--- src/logic/rv_pkg.sv ---
`default_nettype none

package rv_pkg;

    localparam int XLEN = 32;

    // major opcodes, instr[6:0]
    typedef enum logic [6:0] {
        NOP    = 7'b0000000,
        OP     = 7'b0110011,
        OP_IMM = 7'b0010011,
        LOAD   = 7'b0000011,
        STORE  = 7'b0100011,
        BRANCH = 7'b1100011,
        JAL    = 7'b1101111
    } opcode_e;

    typedef enum logic [2:0] {
        ADD,
        SUB,
        AND,
        OR,
        SLT
    } alu_op_e;

    typedef enum logic [1:0] {
        REG,
        FROM_MEM,
        FROM_WB
    } fwd_sel_e;

    typedef struct packed {
        logic reg_write;
        logic mem_to_reg;
        logic mem_read;
        logic mem_write;
        logic alu_src;
        logic is_branch;
        logic is_jal;
    } ctrl_t;

    typedef struct packed {
        logic [XLEN-1:0] instr;
        logic [XLEN-1:0] pc;
        logic [XLEN-1:0] pc_plus4;
    } if_id_t;

    typedef struct packed {
        ctrl_t           ctrl;
        logic [XLEN-1:0] rs1_data;
        logic [XLEN-1:0] rs2_data;
        logic [XLEN-1:0] imm;
        logic [XLEN-1:0] pc_plus4;
        logic [4:0]      rs1;
        logic [4:0]      rs2;
        logic [4:0]      rd;
        logic [2:0]      funct3;
        logic            funct7_5;
    } id_ex_t;

    typedef struct packed {
        logic            reg_write;
        logic            mem_to_reg;
        logic            mem_read;
        logic            mem_write;
        logic [XLEN-1:0] result;
        logic [XLEN-1:0] store_data;
        logic [4:0]      rd;
    } ex_mem_t;

    typedef struct packed {
        logic            reg_write;
        logic            mem_to_reg;
        logic [XLEN-1:0] result;
        logic [XLEN-1:0] load_data;
        logic [4:0]      rd;
    } mem_wb_t;

    // caches hold big-endian words
    function automatic logic [XLEN-1:0] bswap32(input logic [XLEN-1:0] w);
        return {w[7:0], w[15:8], w[23:16], w[31:24]};
    endfunction

endpackage

`default_nettype wire

--- src/logic/rv_regfile.sv ---
`timescale 1ns/1ps
`default_nettype none

module rv_regfile (
    input  logic        clk_i,
    input  logic        rst_i,
    input  logic [4:0]  rs1_i,
    input  logic [4:0]  rs2_i,
    input  logic [4:0]  rd_i,
    input  logic [31:0] rd_data_i,
    input  logic        we_i,
    output logic [31:0] rs1_data_o,
    output logic [31:0] rs2_data_o
);

    logic [31:0] regs [32];
    logic        wr_en;

    // x0 is never written
    assign wr_en = we_i && !rst_i && rd_i != 5'd0;

    always_ff @(posedge clk_i) begin
        if (wr_en) begin
            regs[rd_i] <= rd_data_i;
        end
    end

    // same-cycle write shows through on the read side
    always_comb begin
        rs1_data_o = (rs1_i == 5'd0) ? 32'd0 :
                     (wr_en && rd_i == rs1_i) ? rd_data_i : regs[rs1_i];
        rs2_data_o = (rs2_i == 5'd0) ? 32'd0 :
                     (wr_en && rd_i == rs2_i) ? rd_data_i : regs[rs2_i];
    end

endmodule

`default_nettype wire

--- src/logic/rv_fetch.sv ---
`timescale 1ns/1ps
`default_nettype none

module rv_fetch #(
    parameter logic [31:0] RESET_PC = 32'h0000_0000
) (
    input  logic           clk_i,
    input  logic           rst_i,
    input  logic           freeze_i,
    input  logic           hold_i,
    input  logic           redirect_i,
    input  logic [31:0]    redirect_pc_i,
    input  logic           squash_i,
    input  logic [31:0]    instr_i,
    output logic [31:0]    pc_o,
    output rv_pkg::if_id_t if_id_o
);

    logic        stall;
    logic        is_jal;
    logic [31:0] jal_imm;
    logic [31:0] pc_plus4;
    logic [31:0] pc_next;

    assign stall    = freeze_i | hold_i;
    assign pc_plus4 = pc_o + 32'd4;

    // jal predecode, J-type immediate
    assign is_jal  = (instr_i[6:0] == rv_pkg::JAL);
    assign jal_imm = {{12{instr_i[31]}}, instr_i[19:12], instr_i[20], instr_i[30:21], 1'b0};

    // taken branch in decode beats the jal fetched behind it
    always_comb begin
        if (redirect_i) begin
            pc_next = redirect_pc_i;
        end else if (is_jal) begin
            pc_next = pc_o + jal_imm;
        end else begin
            pc_next = pc_plus4;
        end
    end

    always_ff @(posedge clk_i) begin
        if (rst_i) begin
            pc_o    <= RESET_PC;
            if_id_o <= '0;
        end else if (!stall) begin
            pc_o             <= pc_next;
            if_id_o.instr    <= squash_i ? 32'd0 : instr_i;
            if_id_o.pc       <= pc_o;
            if_id_o.pc_plus4 <= pc_plus4;
        end
    end

    // jal and branch targets must keep word alignment
    assert property (@(posedge clk_i) disable iff (rst_i) pc_o[1:0] == 2'b00);

endmodule

`default_nettype wire

--- src/logic/rv_decode.sv ---
`timescale 1ns/1ps
`default_nettype none

module rv_decode (
    input  logic           clk_i,
    input  logic           rst_i,
    input  logic           freeze_i,
    input  rv_pkg::if_id_t if_id_i,
    output logic [4:0]     rs1_o,
    output logic [4:0]     rs2_o,
    input  logic [31:0]    rs1_data_i,
    input  logic [31:0]    rs2_data_i,
    input  logic [4:0]     ex_fwd_rd_i,
    input  logic [31:0]    ex_fwd_data_i,
    input  logic           ex_fwd_we_i,
    input  logic           ex_is_load_i,
    input  logic [4:0]     mem_fwd_rd_i,
    input  logic [31:0]    mem_fwd_data_i,
    input  logic           mem_fwd_we_i,
    output logic           hold_o,
    output logic           redirect_o,
    output logic [31:0]    redirect_pc_o,
    output logic           squash_o,
    output rv_pkg::id_ex_t id_ex_o
);

    logic [31:0]     instr;
    rv_pkg::opcode_e opcode;
    rv_pkg::ctrl_t   ctrl;
    logic [31:0]     imm_i;
    logic [31:0]     imm_s;
    logic [31:0]     imm_b;
    logic [31:0]     imm_j;
    logic [31:0]     imm;
    logic            uses_rs1;
    logic            uses_rs2;
    logic [31:0]     op_a;
    logic [31:0]     op_b;
    logic            load_use;
    logic            branch_on_load;
    logic            branch_taken;
    logic            mem_is_load;

    // youngest producer wins, x0 never forwarded
    function automatic logic [31:0] fwd(input logic [4:0] rs, input logic [31:0] rf_data);
        if (ex_fwd_we_i && rs != 5'd0 && rs == ex_fwd_rd_i) begin
            return ex_fwd_data_i;
        end else if (mem_fwd_we_i && rs != 5'd0 && rs == mem_fwd_rd_i) begin
            return mem_fwd_data_i;
        end
        return rf_data;
    endfunction

    assign instr  = if_id_i.instr;
    assign opcode = rv_pkg::opcode_e'(instr[6:0]);
    assign rs1_o  = instr[19:15];
    assign rs2_o  = instr[24:20];

    assign imm_i = {{20{instr[31]}}, instr[31:20]};
    assign imm_s = {{20{instr[31]}}, instr[31:25], instr[11:7]};
    assign imm_b = {{20{instr[31]}}, instr[7], instr[30:25], instr[11:8], 1'b0};
    assign imm_j = {{12{instr[31]}}, instr[19:12], instr[20], instr[30:21], 1'b0};

    always_comb begin
        ctrl     = '0;
        imm      = imm_i;
        uses_rs1 = 1'b0;
        uses_rs2 = 1'b0;
        case (opcode)
            rv_pkg::OP: begin
                ctrl.reg_write = 1'b1;
                uses_rs1       = 1'b1;
                uses_rs2       = 1'b1;
            end
            rv_pkg::OP_IMM: begin
                ctrl.reg_write = 1'b1;
                ctrl.alu_src   = 1'b1;
                uses_rs1       = 1'b1;
            end
            rv_pkg::LOAD: begin
                ctrl.reg_write  = 1'b1;
                ctrl.mem_to_reg = 1'b1;
                ctrl.mem_read   = 1'b1;
                ctrl.alu_src    = 1'b1;
                uses_rs1        = 1'b1;
            end
            rv_pkg::STORE: begin
                ctrl.mem_write = 1'b1;
                ctrl.alu_src   = 1'b1;
                imm            = imm_s;
                uses_rs1       = 1'b1;
                uses_rs2       = 1'b1;
            end
            rv_pkg::BRANCH: begin
                ctrl.is_branch = 1'b1;
                imm            = imm_b;
                uses_rs1       = 1'b1;
                uses_rs2       = 1'b1;
            end
            rv_pkg::JAL: begin
                ctrl.reg_write = 1'b1;
                ctrl.is_jal    = 1'b1;
                imm            = imm_j;
            end
            default: ;
        endcase
    end

    always_comb begin
        op_a = fwd(rs1_o, rs1_data_i);
        op_b = fwd(rs2_o, rs2_data_i);
    end

    // load in EX feeding this instruction
    assign load_use = ex_is_load_i && ex_fwd_rd_i != 5'd0 &&
                      ((uses_rs1 && rs1_o == ex_fwd_rd_i) || (uses_rs2 && rs2_o == ex_fwd_rd_i));

    // a branch also waits out a load in MEM, its data is not in ex_mem yet
    assign branch_on_load = ctrl.is_branch && mem_is_load && mem_fwd_rd_i != 5'd0 &&
                            (rs1_o == mem_fwd_rd_i || rs2_o == mem_fwd_rd_i);

    assign hold_o = load_use | branch_on_load;

    // funct3[0] picks bne
    assign branch_taken  = ctrl.is_branch && ((op_a == op_b) != instr[12]);
    assign redirect_o    = branch_taken & ~hold_o;
    assign redirect_pc_o = if_id_i.pc + imm_b;
    assign squash_o      = redirect_o;

    always_ff @(posedge clk_i) begin
        if (rst_i) begin
            mem_is_load <= 1'b0;
            id_ex_o     <= '0;
        end else if (!freeze_i) begin
            mem_is_load <= ex_is_load_i;
            if (hold_o) begin
                id_ex_o <= '0;
            end else begin
                id_ex_o.ctrl     <= ctrl;
                id_ex_o.rs1_data <= op_a;
                id_ex_o.rs2_data <= op_b;
                id_ex_o.imm      <= imm;
                id_ex_o.pc_plus4 <= if_id_i.pc_plus4;
                id_ex_o.rs1      <= rs1_o;
                id_ex_o.rs2      <= rs2_o;
                id_ex_o.rd       <= instr[11:7];
                id_ex_o.funct3   <= instr[14:12];
                id_ex_o.funct7_5 <= instr[30];
            end
        end
    end

    // the slot fetched behind a taken branch comes back as a bubble
    assert property (@(posedge clk_i) disable iff (rst_i)
        (redirect_o && !freeze_i) |=> if_id_i.instr == 32'd0);

endmodule

`default_nettype wire

--- src/logic/rv_execute.sv ---
`timescale 1ns/1ps
`default_nettype none

module rv_execute (
    input  logic            clk_i,
    input  logic            rst_i,
    input  logic            freeze_i,
    input  rv_pkg::id_ex_t  id_ex_i,
    input  logic [4:0]      mem_rd_i,
    input  logic            mem_we_i,
    input  logic [31:0]     mem_result_i,
    input  logic [4:0]      wb_rd_i,
    input  logic            wb_we_i,
    input  logic [31:0]     wb_data_i,
    output logic [31:0]     fwd_data_o,
    output rv_pkg::ex_mem_t ex_mem_o
);

    rv_pkg::fwd_sel_e sel_a;
    rv_pkg::fwd_sel_e sel_b;
    rv_pkg::alu_op_e  alu_op;
    logic [31:0]      op_a;
    logic [31:0]      rs2_val;
    logic [31:0]      op_b;
    logic [31:0]      alu_y;

    function automatic rv_pkg::fwd_sel_e pick(input logic [4:0] rs);
        if (mem_we_i && rs != 5'd0 && rs == mem_rd_i) begin
            return rv_pkg::FROM_MEM;
        end else if (wb_we_i && rs != 5'd0 && rs == wb_rd_i) begin
            return rv_pkg::FROM_WB;
        end
        return rv_pkg::REG;
    endfunction

    function automatic logic [31:0] sel_val(input rv_pkg::fwd_sel_e sel,
                                            input logic [31:0] rf_val);
        case (sel)
            rv_pkg::FROM_MEM: return mem_result_i;
            rv_pkg::FROM_WB:  return wb_data_i;
            default:          return rf_val;
        endcase
    endfunction

    always_comb begin
        sel_a   = pick(id_ex_i.rs1);
        sel_b   = pick(id_ex_i.rs2);
        op_a    = sel_val(sel_a, id_ex_i.rs1_data);
        rs2_val = sel_val(sel_b, id_ex_i.rs2_data);
        op_b    = id_ex_i.ctrl.alu_src ? id_ex_i.imm : rs2_val;
    end

    // only register ops look at funct3, everything else adds
    always_comb begin
        alu_op = rv_pkg::ADD;
        if (id_ex_i.ctrl.reg_write && !id_ex_i.ctrl.alu_src && !id_ex_i.ctrl.is_jal) begin
            case (id_ex_i.funct3)
                3'b000:  alu_op = id_ex_i.funct7_5 ? rv_pkg::SUB : rv_pkg::ADD;
                3'b010:  alu_op = rv_pkg::SLT;
                3'b110:  alu_op = rv_pkg::OR;
                3'b111:  alu_op = rv_pkg::AND;
                default: alu_op = rv_pkg::ADD;
            endcase
        end
    end

    always_comb begin
        case (alu_op)
            rv_pkg::SUB: alu_y = op_a - op_b;
            rv_pkg::AND: alu_y = op_a & op_b;
            rv_pkg::OR:  alu_y = op_a | op_b;
            rv_pkg::SLT: alu_y = {31'd0, $signed(op_a) < $signed(op_b)};
            default:     alu_y = op_a + op_b;
        endcase
    end

    // jal links pc+4
    assign fwd_data_o = id_ex_i.ctrl.is_jal ? id_ex_i.pc_plus4 : alu_y;

    always_ff @(posedge clk_i) begin
        if (rst_i) begin
            ex_mem_o <= '0;
        end else if (!freeze_i) begin
            ex_mem_o.reg_write  <= id_ex_i.ctrl.reg_write;
            ex_mem_o.mem_to_reg <= id_ex_i.ctrl.mem_to_reg;
            ex_mem_o.mem_read   <= id_ex_i.ctrl.mem_read;
            ex_mem_o.mem_write  <= id_ex_i.ctrl.mem_write;
            ex_mem_o.result     <= fwd_data_o;
            ex_mem_o.store_data <= rs2_val;
            ex_mem_o.rd         <= id_ex_i.rd;
        end
    end

    // slt is 0 or 1, signs differ means op_a's sign decides
    assert property (@(posedge clk_i) disable iff (rst_i)
        (alu_op == rv_pkg::SLT) |->
            alu_y == {31'd0, ((op_a[31] != op_b[31]) ? op_a[31] : (op_a < op_b))});

endmodule

`default_nettype wire

--- src/logic/rv_memwb.sv ---
`timescale 1ns/1ps
`default_nettype none

module rv_memwb (
    input  logic            clk_i,
    input  logic            rst_i,
    input  logic            freeze_i,
    input  rv_pkg::ex_mem_t ex_mem_i,
    output logic            dcache_ren_o,
    output logic            dcache_wen_o,
    output logic [29:0]     dcache_addr_o,
    output logic [31:0]     dcache_wdata_o,
    input  logic [31:0]     dcache_rdata_i,
    output logic [4:0]      wb_rd_o,
    output logic [31:0]     wb_data_o,
    output logic            wb_we_o
);

    rv_pkg::mem_wb_t mem_wb;

    // strobes are levels straight from ex_mem, held while frozen
    assign dcache_ren_o   = ex_mem_i.mem_read;
    assign dcache_wen_o   = ex_mem_i.mem_write;
    assign dcache_addr_o  = ex_mem_i.result[31:2];
    assign dcache_wdata_o = rv_pkg::bswap32(ex_mem_i.store_data);

    always_ff @(posedge clk_i) begin
        if (rst_i) begin
            mem_wb <= '0;
        end else if (!freeze_i) begin
            mem_wb.reg_write  <= ex_mem_i.reg_write;
            mem_wb.mem_to_reg <= ex_mem_i.mem_to_reg;
            mem_wb.result     <= ex_mem_i.result;
            mem_wb.load_data  <= rv_pkg::bswap32(dcache_rdata_i);
            mem_wb.rd         <= ex_mem_i.rd;
        end
    end

    assign wb_rd_o   = mem_wb.rd;
    assign wb_we_o   = mem_wb.reg_write;
    assign wb_data_o = mem_wb.mem_to_reg ? mem_wb.load_data : mem_wb.result;

    assert property (@(posedge clk_i) disable iff (rst_i) !(dcache_ren_o && dcache_wen_o));

endmodule

`default_nettype wire

--- src/logic/rv_pipeline.sv ---
`timescale 1ns/1ps
`default_nettype none

module rv_pipeline #(
    parameter logic [31:0] RESET_PC = 32'h0000_0000
) (
    input  logic        clk_i,
    input  logic        rst_i,
    output logic        icache_ren_o,
    output logic [29:0] icache_addr_o,
    input  logic        icache_stall_i,
    input  logic [31:0] icache_rdata_i,
    output logic        dcache_ren_o,
    output logic        dcache_wen_o,
    output logic [29:0] dcache_addr_o,
    output logic [31:0] dcache_wdata_o,
    input  logic        dcache_stall_i,
    input  logic [31:0] dcache_rdata_i,
    output logic [31:0] pc_o
);

    logic              freeze;
    logic [31:0]       instr;
    logic              hold;
    logic              redirect;
    logic [31:0]       redirect_pc;
    logic              squash;
    logic [4:0]        rs1;
    logic [4:0]        rs2;
    logic [31:0]       rs1_data;
    logic [31:0]       rs2_data;
    logic [31:0]       ex_result;
    logic [4:0]        wb_rd;
    logic [31:0]       wb_data;
    logic              wb_we;
    rv_pkg::if_id_t    if_id;
    rv_pkg::id_ex_t    id_ex;
    rv_pkg::ex_mem_t   ex_mem;

    // either cache stalling freezes every stage
    assign freeze = icache_stall_i | dcache_stall_i;

    assign icache_ren_o  = 1'b1;
    assign icache_addr_o = pc_o[31:2];
    assign instr         = rv_pkg::bswap32(icache_rdata_i);

    rv_fetch #(
        .RESET_PC(RESET_PC)
    ) u_fetch (
        .clk_i         (clk_i),
        .rst_i         (rst_i),
        .freeze_i      (freeze),
        .hold_i        (hold),
        .redirect_i    (redirect),
        .redirect_pc_i (redirect_pc),
        .squash_i      (squash),
        .instr_i       (instr),
        .pc_o          (pc_o),
        .if_id_o       (if_id)
    );

    rv_decode u_decode (
        .clk_i          (clk_i),
        .rst_i          (rst_i),
        .freeze_i       (freeze),
        .if_id_i        (if_id),
        .rs1_o          (rs1),
        .rs2_o          (rs2),
        .rs1_data_i     (rs1_data),
        .rs2_data_i     (rs2_data),
        .ex_fwd_rd_i    (id_ex.rd),
        .ex_fwd_data_i  (ex_result),
        .ex_fwd_we_i    (id_ex.ctrl.reg_write),
        .ex_is_load_i   (id_ex.ctrl.mem_read),
        .mem_fwd_rd_i   (ex_mem.rd),
        .mem_fwd_data_i (ex_mem.result),
        .mem_fwd_we_i   (ex_mem.reg_write),
        .hold_o         (hold),
        .redirect_o     (redirect),
        .redirect_pc_o  (redirect_pc),
        .squash_o       (squash),
        .id_ex_o        (id_ex)
    );

    rv_regfile u_regfile (
        .clk_i      (clk_i),
        .rst_i      (rst_i),
        .rs1_i      (rs1),
        .rs2_i      (rs2),
        .rd_i       (wb_rd),
        .rd_data_i  (wb_data),
        .we_i       (wb_we),
        .rs1_data_o (rs1_data),
        .rs2_data_o (rs2_data)
    );

    rv_execute u_execute (
        .clk_i        (clk_i),
        .rst_i        (rst_i),
        .freeze_i     (freeze),
        .id_ex_i      (id_ex),
        .mem_rd_i     (ex_mem.rd),
        .mem_we_i     (ex_mem.reg_write),
        .mem_result_i (ex_mem.result),
        .wb_rd_i      (wb_rd),
        .wb_we_i      (wb_we),
        .wb_data_i    (wb_data),
        .fwd_data_o   (ex_result),
        .ex_mem_o     (ex_mem)
    );

    rv_memwb u_memwb (
        .clk_i          (clk_i),
        .rst_i          (rst_i),
        .freeze_i       (freeze),
        .ex_mem_i       (ex_mem),
        .dcache_ren_o   (dcache_ren_o),
        .dcache_wen_o   (dcache_wen_o),
        .dcache_addr_o  (dcache_addr_o),
        .dcache_wdata_o (dcache_wdata_o),
        .dcache_rdata_i (dcache_rdata_i),
        .wb_rd_o        (wb_rd),
        .wb_data_o      (wb_data),
        .wb_we_o        (wb_we)
    );

endmodule

`default_nettype wire

--- config.mk ---
export PLATFORM = sky130hd
export DESIGN_NAME = rv_pipeline
export DESIGN_NICKNAME = d
export VERILOG_FILES = /design/src/logic/rv_pkg.sv /design/src/logic/rv_regfile.sv /design/src/logic/rv_fetch.sv /design/src/logic/rv_decode.sv /design/src/logic/rv_execute.sv /design/src/logic/rv_memwb.sv /design/src/logic/rv_pipeline.sv
export SDC_FILE = /design/constraint.sdc
export NUM_CORES = 2
export LEC_CHECK = 0
export ABC_AREA = 1
export BUFFER_PORTS_ARGS = -buffer_cell sky130_fd_sc_hd__buf_2
export CELL_PAD_IN_SITES_DETAIL_PLACEMENT = 2
export CELL_PAD_IN_SITES_GLOBAL_PLACEMENT = 2
export CORE_UTILIZATION = 34
export DETAILED_ROUTE_END_ITERATION = 6
export PLACE_DENSITY = 0.77
export SYNTH_ARGS = -nofsm -noshare
export SYNTH_HDL_FRONTEND = slang
export SYNTH_HIERARCHICAL = 1
export SYNTH_SLANG_ARGS = --single-unit
--- constraint.sdc ---
create_clock -name clk_i -period 6.08 [get_ports clk_i]
set_input_delay 0.912 -clock clk_i [delete_from_list [all_inputs] [get_ports clk_i]]
set_output_delay 0.912 -clock clk_i [all_outputs]
set_load 0.05 [all_outputs]
**Word-level counts from Yosys, hierarchy flattened**

Memories as Yosys holds them, arrays and structs flattened. A register that Yosys moved wholly into a read port is not among the register bits.
Cells that the tools add are included.

- Output and inout port bits: 127
- Word-level logic and storage cells: 176
- Memories kept: 1
- Input bits: 68
- Flip-flop bits (word level): 425
- Bits in writable memories: 1024

- Add/subtract/negate cells: 5
- Equal/unequal tests: 30
- Order comparisons: 1
- Multiplexer cells: 52
- Bitwise operators: 7
- Reductions and logical operators: 49

Memory list:

| memory | depth | width | rd ports | clocked after memory_dff | write ports | line | text |
|---|---|---|---|---|---|---|---|
| u_regfile.regs | 32 | 32 | 2 | 2 | 1 | rv_regfile.sv:16 | `logic [31:0] regs [32];` |

Operators by type and width:

| cell | number |
|---|---|
| 2-to-1 mux 32 bit | 16 |
| 2-to-1 mux 154 bit | 1 |
| case mux 32 bit (2 select lines) | 2 |
| case mux 32 bit (4 select lines) | 1 |
| adder 32 bit | 3 |
| case mux 20 bit (3 select lines) | 1 |
| equality test 5 bit | 10 |
| nonzero test 5 bit | 7 |
| adder 32 x 3 -> 32 bit, second input constant | 1 |
| AND 32 bit | 1 |
| equality test 32 bit | 1 |
| < comparator 32 bit | 1 |
| bitwise OR 32 bit | 1 |
| subtractor 32 bit | 1 |
| logical AND 1 bit | 30 |
| equality test 7 bit, second input constant | 3 |
| 2-to-1 mux 5 bit | 4 |
| 2-to-1 mux 1 bit | 18 |
| equality test 7 x 6 -> 1 bit, second input constant | 2 |
| 2-to-1 mux 2 bit | 7 |
| case mux 3 bit (4 select lines) | 1 |
| zero test 5 bit | 2 |
| equality test 3 x 2 -> 1 bit, second input constant | 3 |
| equality test 3 bit, second input constant | 3 |
| other kinds (16) | 24 |

**Logic depth before layout (Yosys ltp)**

- Depth in word-level cells: 21
- Depth in mapped cells: 53
- Depth with buffers taken out: 50

**By module**

Netlist, hierarchy kept.

By module, submodules not included:

| module | sequential area each (µm²) | instances | area an instance (µm²) | cells each |
|---|---|---|---|---|
| rv_regfile | 30749.5 | 1 | 53522.6 | 6111 |
| rv_execute | 1461.4 | 1 | 11162.0 | 2162 |
| rv_decode | 2842.7 | 1 | 10455.0 | 1806 |
| rv_fetch | 2522.4 | 1 | 8146.6 | 1332 |
| rv_memwb | 1421.4 | 1 | 3756.1 | 590 |
| rv_pipeline | 0.0 | 1 | 247.7 | 35 |

**Least setup slack after synthesis**

Ideal clock, no wire load.

- Path kind: flip-flop to flip-flop
- Start point: register u_memwb/mem_wb[69] (netlist name)
- End point: register u_fetch.pc_o[15]
- Period minus slack after synthesis: 6039 ps
- Cell stages (with the launch flop): 43
- Buffers on the path: 3
- Slack: 41 ps
- Library setup time: 67 ps
- Required time: 6013 ps
- Arrival: 5972 ps
- Cell sequence: dfxtp_1 -> buf_2 -> o21ai_0 -> inv_1 -> nand2_1 -> nand3_1 -> o21ai_1 -> ha_1 -> inv_1 -> fa_1 -> inv_1 -> nand3_1 -> nand3_1 -> nand3_1 -> nand2_1 -> nand3_1 -> nand3_1 -> nand2_1 -> [7 not listed] -> nand2_1 -> a21oi_1 -> nand2_1 -> nand2_1 -> nand2_1 -> nor2_1 -> nand2_1 -> nor2_1 -> a21oi_1 -> nor2_1 -> clkbuf_1 -> inv_1 -> nor2_1 -> clkbuf_1 -> nand2_1 -> o21ai_0 -> inv_1 -> a21oi_2

- Word-level cells in the longest chain between the ends: 13
- Elaborated cells on any way between the ends: 24
- Those cells by class: add/sub: 2; order compare: 1; eq/ne: 2; mux: 15; bitwise: 3; reduce/logical: 1

Ends and longest elaborated chain:

| item | line | text |
|---|---|---|
| start: declaration | rv_memwb.sv:19 | `rv_pkg::mem_wb_t mem_wb;` |
| 2-to-1 mux 32 bit * | rv_memwb.sv:41 | `assign wb_data_o = mem_wb.mem_to_reg ? mem_wb.load_data : mem_wb.result;` |
| via wb_data[0] | rv_pipeline.sv:34 | `logic [31:0] wb_data;` |
| case mux 32 bit (2 select lines) | rv_execute.sv:38 | `case (sel)` |
| 2-to-1 mux 32 bit | rv_execute.sv:50 | `op_b = id_ex_i.ctrl.alu_src ? id_ex_i.imm : rs2_val;` |
| adder 32 bit / subtractor 32 bit (equally long branches) | rv_execute.sv:73, rv_execute.sv:69 |  |
| case mux 32 bit (4 select lines) * | rv_execute.sv:68 | `case (alu_op)` |
| 2-to-1 mux 32 bit * | rv_execute.sv:78 | `assign fwd_data_o = id_ex_i.ctrl.is_jal ? id_ex_i.pc_plus4 : alu_y;` |
| via ex_result[24] | rv_pipeline.sv:32 | `logic [31:0] ex_result;` |
| 2-to-1 mux 32 bit | rv_decode.sv:46 | `if (ex_fwd_we_i && rs != 5'd0 && rs == ex_fwd_rd_i) begin` |
| 2-to-1 mux 32 bit | rv_decode.sv:51 | `return rf_data;` |
| equality test 32 bit * | rv_decode.sv:125 | `assign branch_taken = ctrl.is_branch && ((op_a == op_b) != instr[12]);` |
| != test 1 bit * | rv_decode.sv:125 |  |
| logical AND 1 bit * | rv_decode.sv:125 |  |
| AND 1 bit * | rv_decode.sv:126 | `assign redirect_o = branch_taken & ~hold_o;` |
| via redirect | rv_pipeline.sv:25 | `logic redirect;` |
| 2-to-1 mux 32 bit * | rv_fetch.sv:34 | `if (redirect_i) begin` |
| end signal: assignment | rv_fetch.sv:48 | `pc_o <= pc_next;` |
| end: declaration | rv_fetch.sv:15 | `output logic [31:0] pc_o,` |

Mark *: on every way through the listed nets, which the timed path passes. The rest lies on a longest branch.
A chain may end at the register's enable or synchronous reset.

**Worst setup path after layout**

- Start point: register u_decode/id_ex_o[11] (netlist name)
- End point: register u_fetch.pc_o[11]

- Word-level cells in the longest chain between the ends: 19
- Elaborated cells on any way between the ends: 31
- Those cells by class: add/sub: 2; order compare: 1; eq/ne: 6; mux: 13; bitwise: 3; reduce/logical: 6

Ends and longest elaborated chain:

| item | line | text |
|---|---|---|
| start: declaration | rv_decode.sv:24 | `output rv_pkg::id_ex_t id_ex_o` |
| nonzero test 5 bit | rv_execute.sv:28, rv_execute.sv:30 |  |
| logical AND 1 bit (2 in series) | rv_execute.sv:30 | `end else if (wb_we_i && rs != 5'd0 && rs == wb_rd_i) begin` |
| 2-to-1 mux 1 bit | rv_execute.sv:30 |  |
| 2-to-1 mux 1 bit | rv_execute.sv:28 | `if (mem_we_i && rs != 5'd0 && rs == mem_rd_i) begin` |
| 2-to-1 mux 2 bit * | rv_execute.sv:33 | `return rv_pkg::REG;` |
| equality test 2 bit / equality test 2 x 1 -> 1 bit (equally long branches) | rv_execute.sv:38 |  |
| case mux 32 bit (2 select lines) * | rv_execute.sv:38 |  |
| 2-to-1 mux 32 bit * | rv_execute.sv:50 |  |
| [3 not listed] | n/a |  |
| via ex_result[28] | rv_pipeline.sv:32 |  |
| 2-to-1 mux 32 bit | rv_decode.sv:46 |  |
| 2-to-1 mux 32 bit | rv_decode.sv:51 |  |
| equality test 32 bit * | rv_decode.sv:125 |  |
| != test 1 bit * | rv_decode.sv:125 |  |
| logical AND 1 bit * | rv_decode.sv:125 |  |
| AND 1 bit * | rv_decode.sv:126 |  |
| via redirect | rv_pipeline.sv:25 |  |
| 2-to-1 mux 32 bit * | rv_fetch.sv:34 |  |

Marked as above.

==> run_results.csv <==
group,metric,value,unit
clocking,clock_latency,0.90,ns
global_route,grt_overflow,0,
placed_design,portBuffers,193,
timing,period_share,108,%
layout,drive_gt1_share,18.9,%
global_route,grt_use_total,35.3,%
timing,fmax,0.152,GHz
floorplanning,die_area,259000,µm²
critical_path,startpoint,"u_decode/id_ex_o[11]$_SDFFE_PP0N_",
routing,vias,91800,
timing,postLayoutSetupSlackWorst,-0.512,ns
clocking,path_clk_slew,0.08,ns
critical_path,crit_top_cell,"nand2_1",
synthesis,ys_warn_count,6,
layout,fin_nets,12800,
timing,rsz0062_at_grt,"true",
placed_design,post_dp_cell_area,96400,µm²
floorplanning,fp.dieW,509,µm
global_route,grt_pass1_wl,672,mm
timing,max_slew_margin,7.13,%
clocking,cts-root-buf,"clkbuf_16",
routing,drc_errors,2,
timing,fin_skew,0.0835,ns
run,cap_violations,0,
routing,via_per_inst,5.69,
synthesis,avgSynthCellArea,7.25,µm²
critical_path,cpPeakStageDelay,0.35,ns
placed_design,pre_cts_slack,-1.82,ns
run_status,violations,"design-rule violations, negative setup slack",
global_route,grt_pass1_vias,98900,
clocking,postCtsHoldBufs,0,
synthesis,syn_area,87300,µm²
clocking,cts_tree,"yes",
routing,wire_per_inst,29.4,µm
critical_path,cp-end-kind,"flop",
run_status,status,"finished, violations left",
routing,routed_wl,474,mm
timing,hold_viol_final,0,
min_path,hold_path.class,"input port to flop",
floorplanning,fp.dieH,509,µm
floorplanning,rows,185,
floorplanning,initial_utilization,34.3,%
routing,drt_iter0_drc,7755,
placed_design,dp_hpwl,312,mm
critical_path,cp_slowest_cell,"dfxtp_4",
synthesis,netlist_instances,12000,
clocking,cts_sinks,1435,
critical_path,arrival,7.31,ns
power_and_ir_drop,irDropWorstVdd,0.299,mV
layout,fin_area,107000,µm²
critical_path,rrSetupSlack,-0.51,ns
min_path,worstHoldStart,"dcache_rdata_i[1]",
clocking,cts_max_path_buffers,3,
power_and_ir_drop,p_per_area,255,nW/µm²
timing,period_needed,6.59,ns
power_and_ir_drop,p_leak,45.8,nW
floorplanning,coreArea,255000,µm²
global_route,grt_max_degree,173,
routing,ant_nets,0,
critical_path,worstSetupStartpointType,"flop",
floorplanning,ios,195,
routing,drtPass1Iterations,7,
layout,area_growth,22.9,%
critical_path,crit_required,6.79,ns
clocking,cts_buffers,174,
global_route,antenna_found_initial,22,
clocking,htreeDepth,4,
critical_path,cp_max_fo,8,
critical_path,path_class,"flop to flop",
critical_path,r2r_start,"u_decode/id_ex_o[11]$_SDFFE_PP0N_",
placed_design,gp_congestion,0.929,
timing,tightest_slew,1.39,ns
timing,setup_viol,64,
timing,slew_violations,0,
-- metal layers --
metal / up-vias / GRT usage, % / wire length (µm)
li1: 40000 / - / -
met1: 47100 / 41.8 / 186000
met2: 3443 / 60.1 / 227000
met3: 1218 / 4.91 / 27700
met5: - / 0 / 87
met4: 14 / 22.3 / 33900
-- flip-flops by register name (all words and copies together), names as in the netlist --
| signal | cells |
|---|---|
| u_memwb/mem_wb | 65 |
| u_execute/ex_mem_o | 73 |
| u_fetch/pc_o | 32 |
| u_regfile/regs | 1024 |
| u_memwb/wb_we_o | 1 |
| u_decode/mem_is_load | 1 |
| u_fetch/if_id_o | 94 |
| u_memwb/wb_rd_o | 5 |
| u_decode/id_ex_o | 140 |
-- cells in the final DEF, fill, tap and decap left out, drive strengths merged, types with 65 or more instances in the layout --
cell	count
nand2	3684
inv	1539
nand3	1339
buf	1178
edfxtp	1024
nor2	943
o21ai	712
a21oi	671
dfxtp	411
o211ai	304
clkbuf	243
ha	157
or2	105
clkinv	74
nor3	65
-- final cells by class --
| cell class | instances | area [µm²] |
|---|---|---|
| fill | 29000 | 147000 |
| multi-input combinational | 8258 | 42300 |
| sequential | 1435 | 39000 |
| timing repair buffer | 1186 | 10100 |
| clock buffer | 237 | 4890 |
| clock inverter | 86 | 867 |
| inverter | 1543 | 5850 |
| antenna | 9 | 22.5 |
| tap | 3366 | 4210 |
-- path summary, 6_finish.rpt --
path,endpoint,cells after the start
max reg2reg,u_fetch/pc_o[11]$_SDFFE_PP0P_,50
min,u_memwb/mem_wb[30]$_SDFFE_PP0N_,3
min reg2reg,u_decode/id_ex_o[49]$_SDFFE_PP0N_,2
max,u_fetch/pc_o[11]$_SDFFE_PP0P_,50
-- critical path, delay by kind of cell, from the launching register on --
kind                       cells  cell delay (ns)
DFF                            1             0.35
and+or+nand+nor               30             3.03
adders and majority gates      1             0.25
AOI/OAI and AO/OA              3             0.52
buffers and inverters         15             2.09
xor gates and xnor gates       1             0.14
-- per-stage QoR --
stage | cells | util [%] | power [W] | hold WS (ns) | setup TNS (ns)
finish | 16100 | 42.1 | 0.0274 | 0.264 | -27.93
global route | 16100 | 42.1 | 0.0281 | 0.249 | -38.09
CTS | 16100 | 41.3 | 0.0270 | 0.216 | -13.25
detailed placement | 15700 | 37.9 | 0.0159 | 0.460 | -108.02
global placement | 15700 | 37.9 | 0.0157 | 0.456 | -98.30
floorplan | 12100 | - | 0.0135 | 0.437 | 0
-- where the power goes --
part | total, W | leakage [nW] | internal [W] | switching, W
sequential | 0.0108 | 12.9 | 0.0107 | 0.000153
clock | 0.0108 | 2.81 | 0.00612 | 0.00469
combinational | 0.00574 | 30.1 | 0.00184 | 0.00389
-- what timing repair did --
item,in CTS,in global routing
setup endpoints to repair,64,64
endpoints found under the hold margin,0,0
pin swaps,156,235
setup buffers,74,55
cloned,7,6
gates resized for setup,579,447
(Power assumes the default switching activity.)
